$ cat config.mk
export PLATFORM = sky130hd
export DESIGN_NAME = mem_bridge_top
export DESIGN_NICKNAME = d
export VERILOG_FILES = /design/src/source/sramx_pkg.sv /design/src/source/axi_port_arbiter.sv /design/src/source/mem_bridge_top.sv /design/src/source/sramx_axi_bridge.sv
export SDC_FILE = /design/constraint.sdc
export NUM_CORES = 1
export LEC_CHECK = 0
export BUFFER_PORTS_ARGS = -buffer_cell sky130_fd_sc_hd__clkbuf_2
export CAP_MARGIN = 20
export CORE_MARGIN = 5
export CORE_UTILIZATION = 40
export DETAILED_ROUTE_END_ITERATION = 10
export PLACE_DENSITY_LB_ADDON = 0.08
export SLEW_MARGIN = 10
export SYNTH_ARGS = -nofsm -noshare
export SYNTH_HDL_FRONTEND = slang
export SYNTH_SLANG_ARGS = --single-unit
export TNS_END_PERCENT = 10
$ cat constraint.sdc
create_clock -name aclk -period 7.5 [get_ports aclk]
set_clock_uncertainty 0.2 [all_clocks]
set_input_delay 2.25 -clock aclk [delete_from_list [all_inputs] [get_ports aclk]]
set_output_delay 2.25 -clock aclk [all_outputs]
set_load 0.02 [all_outputs]
$ cat src/source/sramx_pkg.sv
// shared bus types, AXI size, burst and response codes, address mapping constants
package sramx_pkg;

    typedef logic [31:0] word_t;
    typedef logic [1:0]  sram_size_t;

    typedef logic [3:0]  axi_id_t;
    typedef logic [3:0]  axi_len_t;
    typedef logic [2:0]  axi_size_t;
    typedef logic [1:0]  axi_burst_t;
    typedef logic [3:0]  axi_strb_t;
    typedef logic [1:0]  axi_resp_t;

    // SRAM-like access sizes
    localparam sram_size_t SIZE_BYTE = 2'd0;
    localparam sram_size_t SIZE_HALF = 2'd1;
    localparam sram_size_t SIZE_WORD = 2'd2;

    // single beat only
    localparam axi_len_t   AXI_LEN_SINGLE = 4'd0;
    localparam axi_burst_t AXI_BURST_INCR = 2'b01;
    localparam axi_resp_t  AXI_RESP_OKAY  = 2'b00;

    // kseg0/kseg1 drop this many top bits
    localparam int KSEG_MASK_BITS = 3;

endpackage

$ cat src/source/axi_port_arbiter.sv
// two-master AXI arbiter with latched read and write grants and ID-routed read data
module axi_port_arbiter #(
    parameter sramx_pkg::axi_id_t ID_A = 4'd0,
    parameter sramx_pkg::axi_id_t ID_B = 4'd1
) (
    input  logic                   clk,
    input  logic                   arst_n,

    // slave sides a and b
    input  sramx_pkg::axi_id_t     arid_a, arid_b,
    input  sramx_pkg::word_t       araddr_a, araddr_b,
    input  sramx_pkg::axi_len_t    arlen_a, arlen_b,
    input  sramx_pkg::axi_size_t   arsize_a, arsize_b,
    input  sramx_pkg::axi_burst_t  arburst_a, arburst_b,
    input  logic                   arvalid_a, arvalid_b,
    output logic                   arready_a, arready_b,
    output sramx_pkg::word_t       rdata_axi_a, rdata_axi_b,
    output logic                   rvalid_a, rvalid_b,
    output logic                   rlast_a, rlast_b,
    input  logic                   rready_a, rready_b,
    input  sramx_pkg::axi_id_t     awid_a, awid_b,
    input  sramx_pkg::word_t       awaddr_a, awaddr_b,
    input  sramx_pkg::axi_len_t    awlen_a, awlen_b,
    input  sramx_pkg::axi_size_t   awsize_a, awsize_b,
    input  sramx_pkg::axi_burst_t  awburst_a, awburst_b,
    input  logic                   awvalid_a, awvalid_b,
    output logic                   awready_a, awready_b,
    input  sramx_pkg::word_t       wdata_axi_a, wdata_axi_b,
    input  sramx_pkg::axi_strb_t   wstrb_a, wstrb_b,
    input  logic                   wlast_a, wlast_b,
    input  logic                   wvalid_a, wvalid_b,
    output logic                   wready_a, wready_b,
    output logic                   bvalid_a, bvalid_b,
    input  logic                   bready_a, bready_b,

    // master side
    output sramx_pkg::axi_id_t     arid,
    output sramx_pkg::word_t       araddr,
    output sramx_pkg::axi_len_t    arlen,
    output sramx_pkg::axi_size_t   arsize,
    output sramx_pkg::axi_burst_t  arburst,
    output logic                   arvalid,
    input  logic                   arready,
    input  sramx_pkg::axi_id_t     rid,
    input  sramx_pkg::word_t       rdata_axi,
    input  logic                   rvalid,
    input  logic                   rlast,
    output logic                   rready,
    output sramx_pkg::axi_id_t     awid,
    output sramx_pkg::word_t       awaddr,
    output sramx_pkg::axi_len_t    awlen,
    output sramx_pkg::axi_size_t   awsize,
    output sramx_pkg::axi_burst_t  awburst,
    output logic                   awvalid,
    input  logic                   awready,
    output sramx_pkg::word_t       wdata_axi,
    output sramx_pkg::axi_strb_t   wstrb,
    output logic                   wlast,
    output logic                   wvalid,
    input  logic                   wready,
    input  logic                   bvalid,
    output logic                   bready
);
    logic rd_busy;
    logic rd_sel;
    logic rd_prio;
    logic rd_gnt;
    logic wr_busy;
    logic wr_sel;
    logic wr_prio;
    logic wr_gnt;
    logic wr_req_a;
    logic wr_req_b;
    logic r_to_a;
    logic r_to_b;

    // grant: 0 selects a, 1 selects b
    assign rd_gnt = rd_busy ? rd_sel : ((arvalid_a && arvalid_b) ? rd_prio : arvalid_b);

    assign wr_req_a = awvalid_a || wvalid_a;
    assign wr_req_b = awvalid_b || wvalid_b;
    assign wr_gnt   = wr_busy ? wr_sel : ((wr_req_a && wr_req_b) ? wr_prio : wr_req_b);

    assign arid      = rd_gnt ? arid_b    : arid_a;
    assign araddr    = rd_gnt ? araddr_b  : araddr_a;
    assign arlen     = rd_gnt ? arlen_b   : arlen_a;
    assign arsize    = rd_gnt ? arsize_b  : arsize_a;
    assign arburst   = rd_gnt ? arburst_b : arburst_a;
    assign arvalid   = rd_gnt ? arvalid_b : arvalid_a;
    assign arready_a = arready && !rd_gnt;
    assign arready_b = arready && rd_gnt;

    // read data goes back by ID, reads of both sides may overlap
    assign r_to_a      = (rid == ID_A);
    assign r_to_b      = (rid == ID_B);
    assign rvalid_a    = rvalid && r_to_a;
    assign rvalid_b    = rvalid && r_to_b;
    assign rdata_axi_a = rdata_axi;
    assign rdata_axi_b = rdata_axi;
    assign rlast_a     = rlast;
    assign rlast_b     = rlast;
    assign rready      = (r_to_a && rready_a) || (r_to_b && rready_b);

    assign awid      = wr_gnt ? awid_b      : awid_a;
    assign awaddr    = wr_gnt ? awaddr_b    : awaddr_a;
    assign awlen     = wr_gnt ? awlen_b     : awlen_a;
    assign awsize    = wr_gnt ? awsize_b    : awsize_a;
    assign awburst   = wr_gnt ? awburst_b   : awburst_a;
    assign awvalid   = wr_gnt ? awvalid_b   : awvalid_a;
    assign awready_a = awready && !wr_gnt;
    assign awready_b = awready && wr_gnt;
    assign wdata_axi = wr_gnt ? wdata_axi_b : wdata_axi_a;
    assign wstrb     = wr_gnt ? wstrb_b     : wstrb_a;
    assign wlast     = wr_gnt ? wlast_b     : wlast_a;
    assign wvalid    = wr_gnt ? wvalid_b    : wvalid_a;
    assign wready_a  = wready && !wr_gnt;
    assign wready_b  = wready && wr_gnt;

    assign bvalid_a = bvalid && wr_busy && !wr_sel;
    assign bvalid_b = bvalid && wr_busy && wr_sel;
    assign bready   = wr_busy && (wr_sel ? bready_b : bready_a);

    always_ff @(posedge clk or negedge arst_n) begin
        if (!arst_n) begin
            rd_busy <= 1'b0;
            rd_sel  <= 1'b0;
            rd_prio <= 1'b0;
        end else if (!rd_busy && arvalid) begin
            // other side wins the next tie
            rd_prio <= !rd_gnt;
            if (!arready) begin
                rd_busy <= 1'b1;
                rd_sel  <= rd_gnt;
            end
        end else if (rd_busy && arvalid && arready) begin
            rd_busy <= 1'b0;
        end
    end

    // write grant spans AW, W and B
    always_ff @(posedge clk or negedge arst_n) begin
        if (!arst_n) begin
            wr_busy <= 1'b0;
            wr_sel  <= 1'b0;
            wr_prio <= 1'b0;
        end else if (!wr_busy && (awvalid || wvalid)) begin
            wr_busy <= 1'b1;
            wr_sel  <= wr_gnt;
            wr_prio <= !wr_gnt;
        end else if (bvalid && bready) begin
            wr_busy <= 1'b0;
        end
    end

endmodule

$ cat src/source/mem_bridge_top.sv
// memory-side top with instruction and data bridges merged onto one AXI master
module mem_bridge_top #(
    parameter sramx_pkg::axi_id_t INST_ID = 4'd0,
    parameter sramx_pkg::axi_id_t DATA_ID = 4'd1
) (
    input  logic                   aclk,
    input  logic                   arst_n,

    input  logic                   inst_req,
    input  logic                   inst_wr,
    input  sramx_pkg::sram_size_t  inst_size,
    input  sramx_pkg::word_t       inst_addr,
    input  sramx_pkg::word_t       inst_wdata,
    output logic                   inst_addr_ok,
    output logic                   inst_data_ok,
    output sramx_pkg::word_t       inst_rdata,

    input  logic                   data_req,
    input  logic                   data_wr,
    input  sramx_pkg::sram_size_t  data_size,
    input  sramx_pkg::word_t       data_addr,
    input  sramx_pkg::word_t       data_wdata,
    output logic                   data_addr_ok,
    output logic                   data_data_ok,
    output sramx_pkg::word_t       data_rdata,

    output sramx_pkg::axi_id_t     arid,
    output sramx_pkg::word_t       araddr,
    output sramx_pkg::axi_len_t    arlen,
    output sramx_pkg::axi_size_t   arsize,
    output sramx_pkg::axi_burst_t  arburst,
    output logic                   arvalid,
    input  logic                   arready,
    input  sramx_pkg::axi_id_t     rid,
    input  sramx_pkg::word_t       rdata,
    input  logic                   rlast,
    input  logic                   rvalid,
    output logic                   rready,
    output sramx_pkg::axi_id_t     awid,
    output sramx_pkg::word_t       awaddr,
    output sramx_pkg::axi_len_t    awlen,
    output sramx_pkg::axi_size_t   awsize,
    output sramx_pkg::axi_burst_t  awburst,
    output logic                   awvalid,
    input  logic                   awready,
    output sramx_pkg::word_t       wdata,
    output sramx_pkg::axi_strb_t   wstrb,
    output logic                   wlast,
    output logic                   wvalid,
    input  logic                   wready,
    input  logic                   bvalid,
    output logic                   bready
);
    // ib_ is the instruction bridge, db_ the data bridge
    sramx_pkg::axi_id_t    ib_arid, ib_awid, db_arid, db_awid;
    sramx_pkg::word_t      ib_araddr, ib_awaddr, ib_rdata, ib_wdata;
    sramx_pkg::word_t      db_araddr, db_awaddr, db_rdata, db_wdata;
    sramx_pkg::axi_len_t   ib_arlen, ib_awlen, db_arlen, db_awlen;
    sramx_pkg::axi_size_t  ib_arsize, ib_awsize, db_arsize, db_awsize;
    sramx_pkg::axi_burst_t ib_arburst, ib_awburst, db_arburst, db_awburst;
    sramx_pkg::axi_strb_t  ib_wstrb, db_wstrb;
    logic ib_arvalid, ib_arready, ib_rvalid, ib_rlast, ib_rready;
    logic ib_awvalid, ib_awready, ib_wlast, ib_wvalid, ib_wready, ib_bvalid, ib_bready;
    logic db_arvalid, db_arready, db_rvalid, db_rlast, db_rready;
    logic db_awvalid, db_awready, db_wlast, db_wvalid, db_wready, db_bvalid, db_bready;

    sramx_axi_bridge #(.AXI_ID(INST_ID)) inst_bridge (
        .clk(aclk), .arst_n(arst_n),
        .req(inst_req), .wr(inst_wr), .size(inst_size), .addr(inst_addr), .wdata(inst_wdata),
        .addr_ok(inst_addr_ok), .data_ok(inst_data_ok), .rdata(inst_rdata),
        .arid(ib_arid), .araddr(ib_araddr), .arlen(ib_arlen), .arsize(ib_arsize),
        .arburst(ib_arburst), .arvalid(ib_arvalid), .arready(ib_arready),
        .rdata_axi(ib_rdata), .rvalid(ib_rvalid), .rlast(ib_rlast), .rready(ib_rready),
        .awid(ib_awid), .awaddr(ib_awaddr), .awlen(ib_awlen), .awsize(ib_awsize),
        .awburst(ib_awburst), .awvalid(ib_awvalid), .awready(ib_awready),
        .wdata_axi(ib_wdata), .wstrb(ib_wstrb), .wlast(ib_wlast), .wvalid(ib_wvalid),
        .wready(ib_wready), .bvalid(ib_bvalid), .bready(ib_bready)
    );

    sramx_axi_bridge #(.AXI_ID(DATA_ID)) data_bridge (
        .clk(aclk), .arst_n(arst_n),
        .req(data_req), .wr(data_wr), .size(data_size), .addr(data_addr), .wdata(data_wdata),
        .addr_ok(data_addr_ok), .data_ok(data_data_ok), .rdata(data_rdata),
        .arid(db_arid), .araddr(db_araddr), .arlen(db_arlen), .arsize(db_arsize),
        .arburst(db_arburst), .arvalid(db_arvalid), .arready(db_arready),
        .rdata_axi(db_rdata), .rvalid(db_rvalid), .rlast(db_rlast), .rready(db_rready),
        .awid(db_awid), .awaddr(db_awaddr), .awlen(db_awlen), .awsize(db_awsize),
        .awburst(db_awburst), .awvalid(db_awvalid), .awready(db_awready),
        .wdata_axi(db_wdata), .wstrb(db_wstrb), .wlast(db_wlast), .wvalid(db_wvalid),
        .wready(db_wready), .bvalid(db_bvalid), .bready(db_bready)
    );

    axi_port_arbiter #(.ID_A(INST_ID), .ID_B(DATA_ID)) arbiter (
        .clk(aclk), .arst_n(arst_n),
        .arid_a(ib_arid), .araddr_a(ib_araddr), .arlen_a(ib_arlen), .arsize_a(ib_arsize),
        .arburst_a(ib_arburst), .arvalid_a(ib_arvalid), .arready_a(ib_arready),
        .rdata_axi_a(ib_rdata), .rvalid_a(ib_rvalid), .rlast_a(ib_rlast), .rready_a(ib_rready),
        .awid_a(ib_awid), .awaddr_a(ib_awaddr), .awlen_a(ib_awlen), .awsize_a(ib_awsize),
        .awburst_a(ib_awburst), .awvalid_a(ib_awvalid), .awready_a(ib_awready),
        .wdata_axi_a(ib_wdata), .wstrb_a(ib_wstrb), .wlast_a(ib_wlast),
        .wvalid_a(ib_wvalid), .wready_a(ib_wready), .bvalid_a(ib_bvalid), .bready_a(ib_bready),
        .arid_b(db_arid), .araddr_b(db_araddr), .arlen_b(db_arlen), .arsize_b(db_arsize),
        .arburst_b(db_arburst), .arvalid_b(db_arvalid), .arready_b(db_arready),
        .rdata_axi_b(db_rdata), .rvalid_b(db_rvalid), .rlast_b(db_rlast), .rready_b(db_rready),
        .awid_b(db_awid), .awaddr_b(db_awaddr), .awlen_b(db_awlen), .awsize_b(db_awsize),
        .awburst_b(db_awburst), .awvalid_b(db_awvalid), .awready_b(db_awready),
        .wdata_axi_b(db_wdata), .wstrb_b(db_wstrb), .wlast_b(db_wlast),
        .wvalid_b(db_wvalid), .wready_b(db_wready), .bvalid_b(db_bvalid), .bready_b(db_bready),
        .arid(arid), .araddr(araddr), .arlen(arlen), .arsize(arsize), .arburst(arburst),
        .arvalid(arvalid), .arready(arready),
        .rid(rid), .rdata_axi(rdata), .rvalid(rvalid), .rlast(rlast), .rready(rready),
        .awid(awid), .awaddr(awaddr), .awlen(awlen), .awsize(awsize), .awburst(awburst),
        .awvalid(awvalid), .awready(awready),
        .wdata_axi(wdata), .wstrb(wstrb), .wlast(wlast), .wvalid(wvalid), .wready(wready),
        .bvalid(bvalid), .bready(bready)
    );

endmodule

$ cat src/source/sramx_axi_bridge.sv
// SRAM-like port to single-beat AXI converter with fixed address mapping and byte strobes
module sramx_axi_bridge #(
    parameter sramx_pkg::axi_id_t AXI_ID = 4'd0
) (
    input  logic                   clk,
    input  logic                   arst_n,

    input  logic                   req,
    input  logic                   wr,
    input  sramx_pkg::sram_size_t  size,
    input  sramx_pkg::word_t       addr,
    input  sramx_pkg::word_t       wdata,
    output logic                   addr_ok,
    output logic                   data_ok,
    output sramx_pkg::word_t       rdata,

    output sramx_pkg::axi_id_t     arid,
    output sramx_pkg::word_t       araddr,
    output sramx_pkg::axi_len_t    arlen,
    output sramx_pkg::axi_size_t   arsize,
    output sramx_pkg::axi_burst_t  arburst,
    output logic                   arvalid,
    input  logic                   arready,
    input  sramx_pkg::word_t       rdata_axi,
    input  logic                   rvalid,
    input  logic                   rlast,
    output logic                   rready,
    output sramx_pkg::axi_id_t     awid,
    output sramx_pkg::word_t       awaddr,
    output sramx_pkg::axi_len_t    awlen,
    output sramx_pkg::axi_size_t   awsize,
    output sramx_pkg::axi_burst_t  awburst,
    output logic                   awvalid,
    input  logic                   awready,
    output sramx_pkg::word_t       wdata_axi,
    output sramx_pkg::axi_strb_t   wstrb,
    output logic                   wlast,
    output logic                   wvalid,
    input  logic                   wready,
    input  logic                   bvalid,
    output logic                   bready
);
    localparam int KB = sramx_pkg::KSEG_MASK_BITS;

    typedef enum logic [2:0] {
        IDLE,
        ADDR,
        WRITE,
        RESP,
        DONE
    } state_t;

    state_t                state;
    state_t                state_next;
    logic                  wr_q;
    sramx_pkg::sram_size_t size_q;
    sramx_pkg::word_t      addr_q;
    sramx_pkg::word_t      wdata_q;
    sramx_pkg::word_t      rdata_q;
    sramx_pkg::word_t      addr_phys;
    logic                  aw_done;
    logic                  w_done;
    logic                  aw_seen;
    logic                  w_seen;
    logic                  r_fire;
    logic                  b_fire;

    // kseg0/kseg1 map down to the low 512M, the rest passes
    assign addr_phys = (addr[31:30] == 2'b10) ? {{KB{1'b0}}, addr[31-KB:0]} : addr;

    assign aw_seen = aw_done || (awvalid && awready);
    assign w_seen  = w_done || (wvalid && wready);
    assign r_fire  = rvalid && rready && rlast;
    assign b_fire  = bvalid && bready;

    always_comb begin
        state_next = state;
        case (state)
            IDLE:  if (req) state_next = ADDR;
            ADDR: begin
                if (!wr_q) begin
                    if (arready) state_next = RESP;
                end else if (aw_seen && w_seen) begin
                    state_next = RESP;
                end else if (aw_seen || w_seen) begin
                    state_next = WRITE;
                end
            end
            WRITE: if (aw_seen && w_seen) state_next = RESP;
            RESP:  if (r_fire || b_fire) state_next = DONE;
            DONE:  state_next = IDLE;
            default: state_next = IDLE;
        endcase
    end

    always_ff @(posedge clk or negedge arst_n) begin
        if (!arst_n) begin
            state   <= IDLE;
            aw_done <= 1'b0;
            w_done  <= 1'b0;
        end else begin
            state   <= state_next;
            aw_done <= (state == IDLE) ? 1'b0 : aw_seen;
            w_done  <= (state == IDLE) ? 1'b0 : w_seen;
        end
    end

    always_ff @(posedge clk) begin
        if (state == IDLE && req) begin
            wr_q    <= wr;
            size_q  <= size;
            addr_q  <= addr_phys;
            wdata_q <= wdata;
        end
        if (r_fire) rdata_q <= rdata_axi;
    end

    // byte lanes from size and low address bits
    always_comb begin
        case (size_q)
            sramx_pkg::SIZE_BYTE: wstrb = 4'b0001 << addr_q[1:0];
            sramx_pkg::SIZE_HALF: wstrb = addr_q[1] ? 4'b1100 : 4'b0011;
            default:              wstrb = 4'b1111;
        endcase
    end

    assign addr_ok = (state == IDLE) && req;
    assign data_ok = (state == DONE);
    assign rdata   = rdata_q;

    assign arid    = AXI_ID;
    assign araddr  = addr_q;
    assign arlen   = sramx_pkg::AXI_LEN_SINGLE;
    assign arsize  = {1'b0, size_q};
    assign arburst = sramx_pkg::AXI_BURST_INCR;
    assign arvalid = (state == ADDR) && !wr_q;
    assign rready  = (state == RESP) && !wr_q;

    assign awid      = AXI_ID;
    assign awaddr    = addr_q;
    assign awlen     = sramx_pkg::AXI_LEN_SINGLE;
    assign awsize    = {1'b0, size_q};
    assign awburst   = sramx_pkg::AXI_BURST_INCR;
    assign awvalid   = (state == ADDR || state == WRITE) && wr_q && !aw_done;
    assign wdata_axi = wdata_q;
    assign wlast     = 1'b1;
    assign wvalid    = (state == ADDR || state == WRITE) && wr_q && !w_done;
    assign bready    = (state == RESP) && wr_q;

endmodule

==> flow_summary.toml <==
[final_layout]
regArea_um2 = 6350
fillers = 1768
fin_util_pct = 53.8
drive_gt1_share_pct = 56.6
final_area_um2 = 11400
final_nets = 1058
multiInputGateArea_um2 = 2060
areaGrowthSynthToFinish_pct = 31.3

[placement]
gp_congestion = 0.859
place_area_um2 = 10600
io_buffers = 358
dpl.hpwl_um = 18200

[power]
p_seq_share_pct = 37.3
pwr-share-comb_pct = 36.6
switching_power_w = 0.00151
p_clk_share_pct = 26.1
peakVddDrop_v = 0.000244
powerDensity_nw_per_um2 = 372
p_sw_share_pct = 35.7
cell_internal_pwr_w = 0.00272
p_leak_nw = 4.67

[worst_setup_path]
crit_type = "flop to output port"
cp.required_ps = 5050
critPathMaxFanout = 24
start_kind = "flop"
worst_path_largest_cell_delay_ps = 740
ff2ff_setup_slack_ps = 4720
crit_chain = "nor4b_2 -> nand2b_1 -> o21ai_4 -> buf_4 -> mux2_2 -> clkbuf_2"
cp-end-kind = "output port"
slowest_stage = "o21ai_4"
arrival_ps = 3350

[routing]
vias = 5755
drc = 0
wl_per_cell_um = 20.5
drtPass1Iterations = 6
postRouteAntennaNets = 0
vias_per_cell = 4.92
drt_iter0_markers = 282
routed_wl_um = 23900

[timing]
post-route-period-util_pct = 77.3
setup_viol = 0
max_clock_freq_ghz = 0.172
slew_headroom_pct = 35.2
worst_slew_pin_slew_ps = 972
rsz0062_at_grt = "false"
hold_viol = 0
drv_slew = 0
fin_setup_tns_ps = 0
min_period_ps = 5800

[synthesis]
syn_inst = 516
async_reset_ff_share_pct = 7.48
syn_area_um2 = 8660
yosys-top-cells-area = "edfxtp_1 69%, mux2_2 12%, dfrtp_1 4.6%, buf_4 2.1%, a21oi_1 1.2%"
syn_area_per_cell_um2 = 16.8
ys_seq_area_share_pct = 73.2
synth_top_flop_cell = "edfxtp_1"
synth_top_area_share_pct = 68.6
ys_ff_latch = 214
synth_area_leader_cell = "edfxtp_1"
synth_cell_types = 50
yosysWarnings = 0
synth_edf_count = 198

[floorplanning]
die_x_um = 157
ios = 380
rows = 53
initial_utilization_pct = 41.0
die_area_um2 = 24700
core-area_um2 = 21200
die_h_um = 157

[cts]
holdBufCountCts = 0
cts_max_path_buffers = 3
htree_levels = 1
cts_resized = 0
clkLatencyLatePin_ps = 500
clock-sinks = 214
cts_tree = "built"
numCtsBuffers = 23
post_cts_buffers = 0
cts_root_buf = "clkbuf_16"
clk_pin_slew_ps = 60

[status]
status = "finished, final reports clean"

[flow_run]
maxCapViolCount = 0

[global_routing]
track_usage_pct = 18.2
grt_max_degree = 68
grt_pass1_vias = 6035
gr-total-overflow = 0
antenna_found_initial = 0
grt_pass1_wl_um = 34600

[min_path]
hp-class = "flop to flop"
-- metal layers --
layer	up-vias	GRT usage (%)	wire, um
met3	34	6.79	2710
met4	0	5.65	565
met1	2752	20.9	8810
met5	-	0	0
li1	2656	-	-
met2	313	31.8	11800
-- worst max-delay path, delay by kind of cell, from the launching register on --
family	cells	cell delay, ps
simple gates	2	680
buf+inv	2	530
compound gates	1	740
mux	1	370
flops	1	510
-- final cells by class --
class,count,area share [%]
Sequential cell,214,55.8
Clock buffer,25,5.12
Timing Repair Buffer,365,16.2
Tap cell,275,3.02
Clock inverter,15,1.34
Multi-Input combinational cell,263,18.1
Antenna cell,1,0.0220
Inverter,11,0.363
-- metrics by stage --
step	worst slack, ps	power (W)	hold slack, ps	cells
after detailed placement	1980	0.00317	313	1128
after CTS	1630	0.00429	321	1168
final	1700	0.00423	321	1169
after floorplan	642	0.00267	253	535
after global placement	2000	0.00315	277	1128
after global routing	1410	0.00444	371	1168
-- power by group through the flow --
stage | Combinational, W | Clock [W] | Sequential, W
final | 0.00155 | 0.00110 | 0.00158
after global routing | 0.00166 | 0.00119 | 0.00159
after CTS | 0.00158 | 0.00114 | 0.00158
after detailed placement | 0.00157 | 0 | 0.00160
after global placement | 0.00156 | 0 | 0.00159
after floorplan | 0.00112 | 0 | 0.00155
-- cell usage after synthesis (2+ instances only) --
| cell | count |
|---|---|
| a21boi_0 | 2 |
| a21o_1 | 4 |
| a21oi_1 | 21 |
| a31oi_4 | 2 |
| and2_1 | 4 |
| buf_2 | 11 |
| buf_4 | 24 |
| buf_6 | 3 |
| clkbuf_1 | 7 |
| conb_1 | 2 |
| dfrtp_1 | 16 |
| edfxtp_1 | 198 |
| inv_1 | 10 |
| mux2_2 | 95 |
| nand2_1 | 12 |
| nand2b_1 | 6 |
| nand3_1 | 4 |
| nand3b_1 | 2 |
| nor2_1 | 20 |
| nor2b_1 | 2 |
| nor3_1 | 13 |
| nor3b_1 | 3 |
| nor4_1 | 2 |
| o211ai_1 | 2 |
| o21a_1 | 2 |
| o21ai_0 | 10 |
| o311ai_0 | 2 |
| o31ai_1 | 7 |
| or2_2 | 3 |
| or3_1 | 6 |
| xnor2_1 | 2 |
-- logic make-up (layout without fill, tap and decap cells) --
family,count (synthesis),in the layout,share of synthesized area (%)
buffers and inverters,58,416,3.99
and+or+nand+nor,82,82,5.04
muxes,96,96,12.5
AOI/OAI and AO/OA,62,62,4.98
xor gates and xnor gates,2,2,0.202
DFF,214,214,73.2
other,2,22,0.0867
-- path summary, 6_finish.rpt --
| check | from | endpoint | depth (start not counted) |
|---|---|---|---|
| max | data_bridge.wr_q$_DFFE_PP_ | araddr[0] | 6 |
| min | arbiter.wr_prio$_DFFE_PN0P_ | arbiter.wr_prio$_DFFE_PN0P_ | 1 |
| max reg2reg | data_bridge.wr_q$_DFFE_PP_ | inst_bridge.state[0]$_DFFE_PN0P_ | 7 |
| min reg2reg | arbiter.wr_prio$_DFFE_PN0P_ | arbiter.wr_prio$_DFFE_PN0P_ | 1 |
| max in group asynchronous | arst_n | inst_bridge.state[0]$_DFFE_PN0P_ | 1 |
| min in group asynchronous | arst_n | data_bridge.aw_done$_DFF_PN0_ | 1 |
-- placed cells by master (no fill, tap or decap), types with 10 or more instances in the layout --
cell	instances
clkbuf_16	23
a21oi_1	21
nor3_1	13
clkbuf_2	358
dfrtp_1	16
conb_1	21
nor2_1	20
mux2_2	95
inv_1	10
o21ai_0	10
nand2_1	12
edfxtp_1	198
-- registers in the layout (all words and copies together) (netlist names), 2 cells and up --
signal,flops
data_bridge.size_q,2
inst_bridge.state,3
data_bridge.state,3
inst_bridge.rdata,32
inst_bridge.araddr,32
data_bridge.araddr,32
data_bridge.rdata,32
inst_bridge.size_q,2
data_bridge.wdata_axi,32
inst_bridge.wdata_axi,32
No activity file was read; power rests on OpenSTA's default activity.
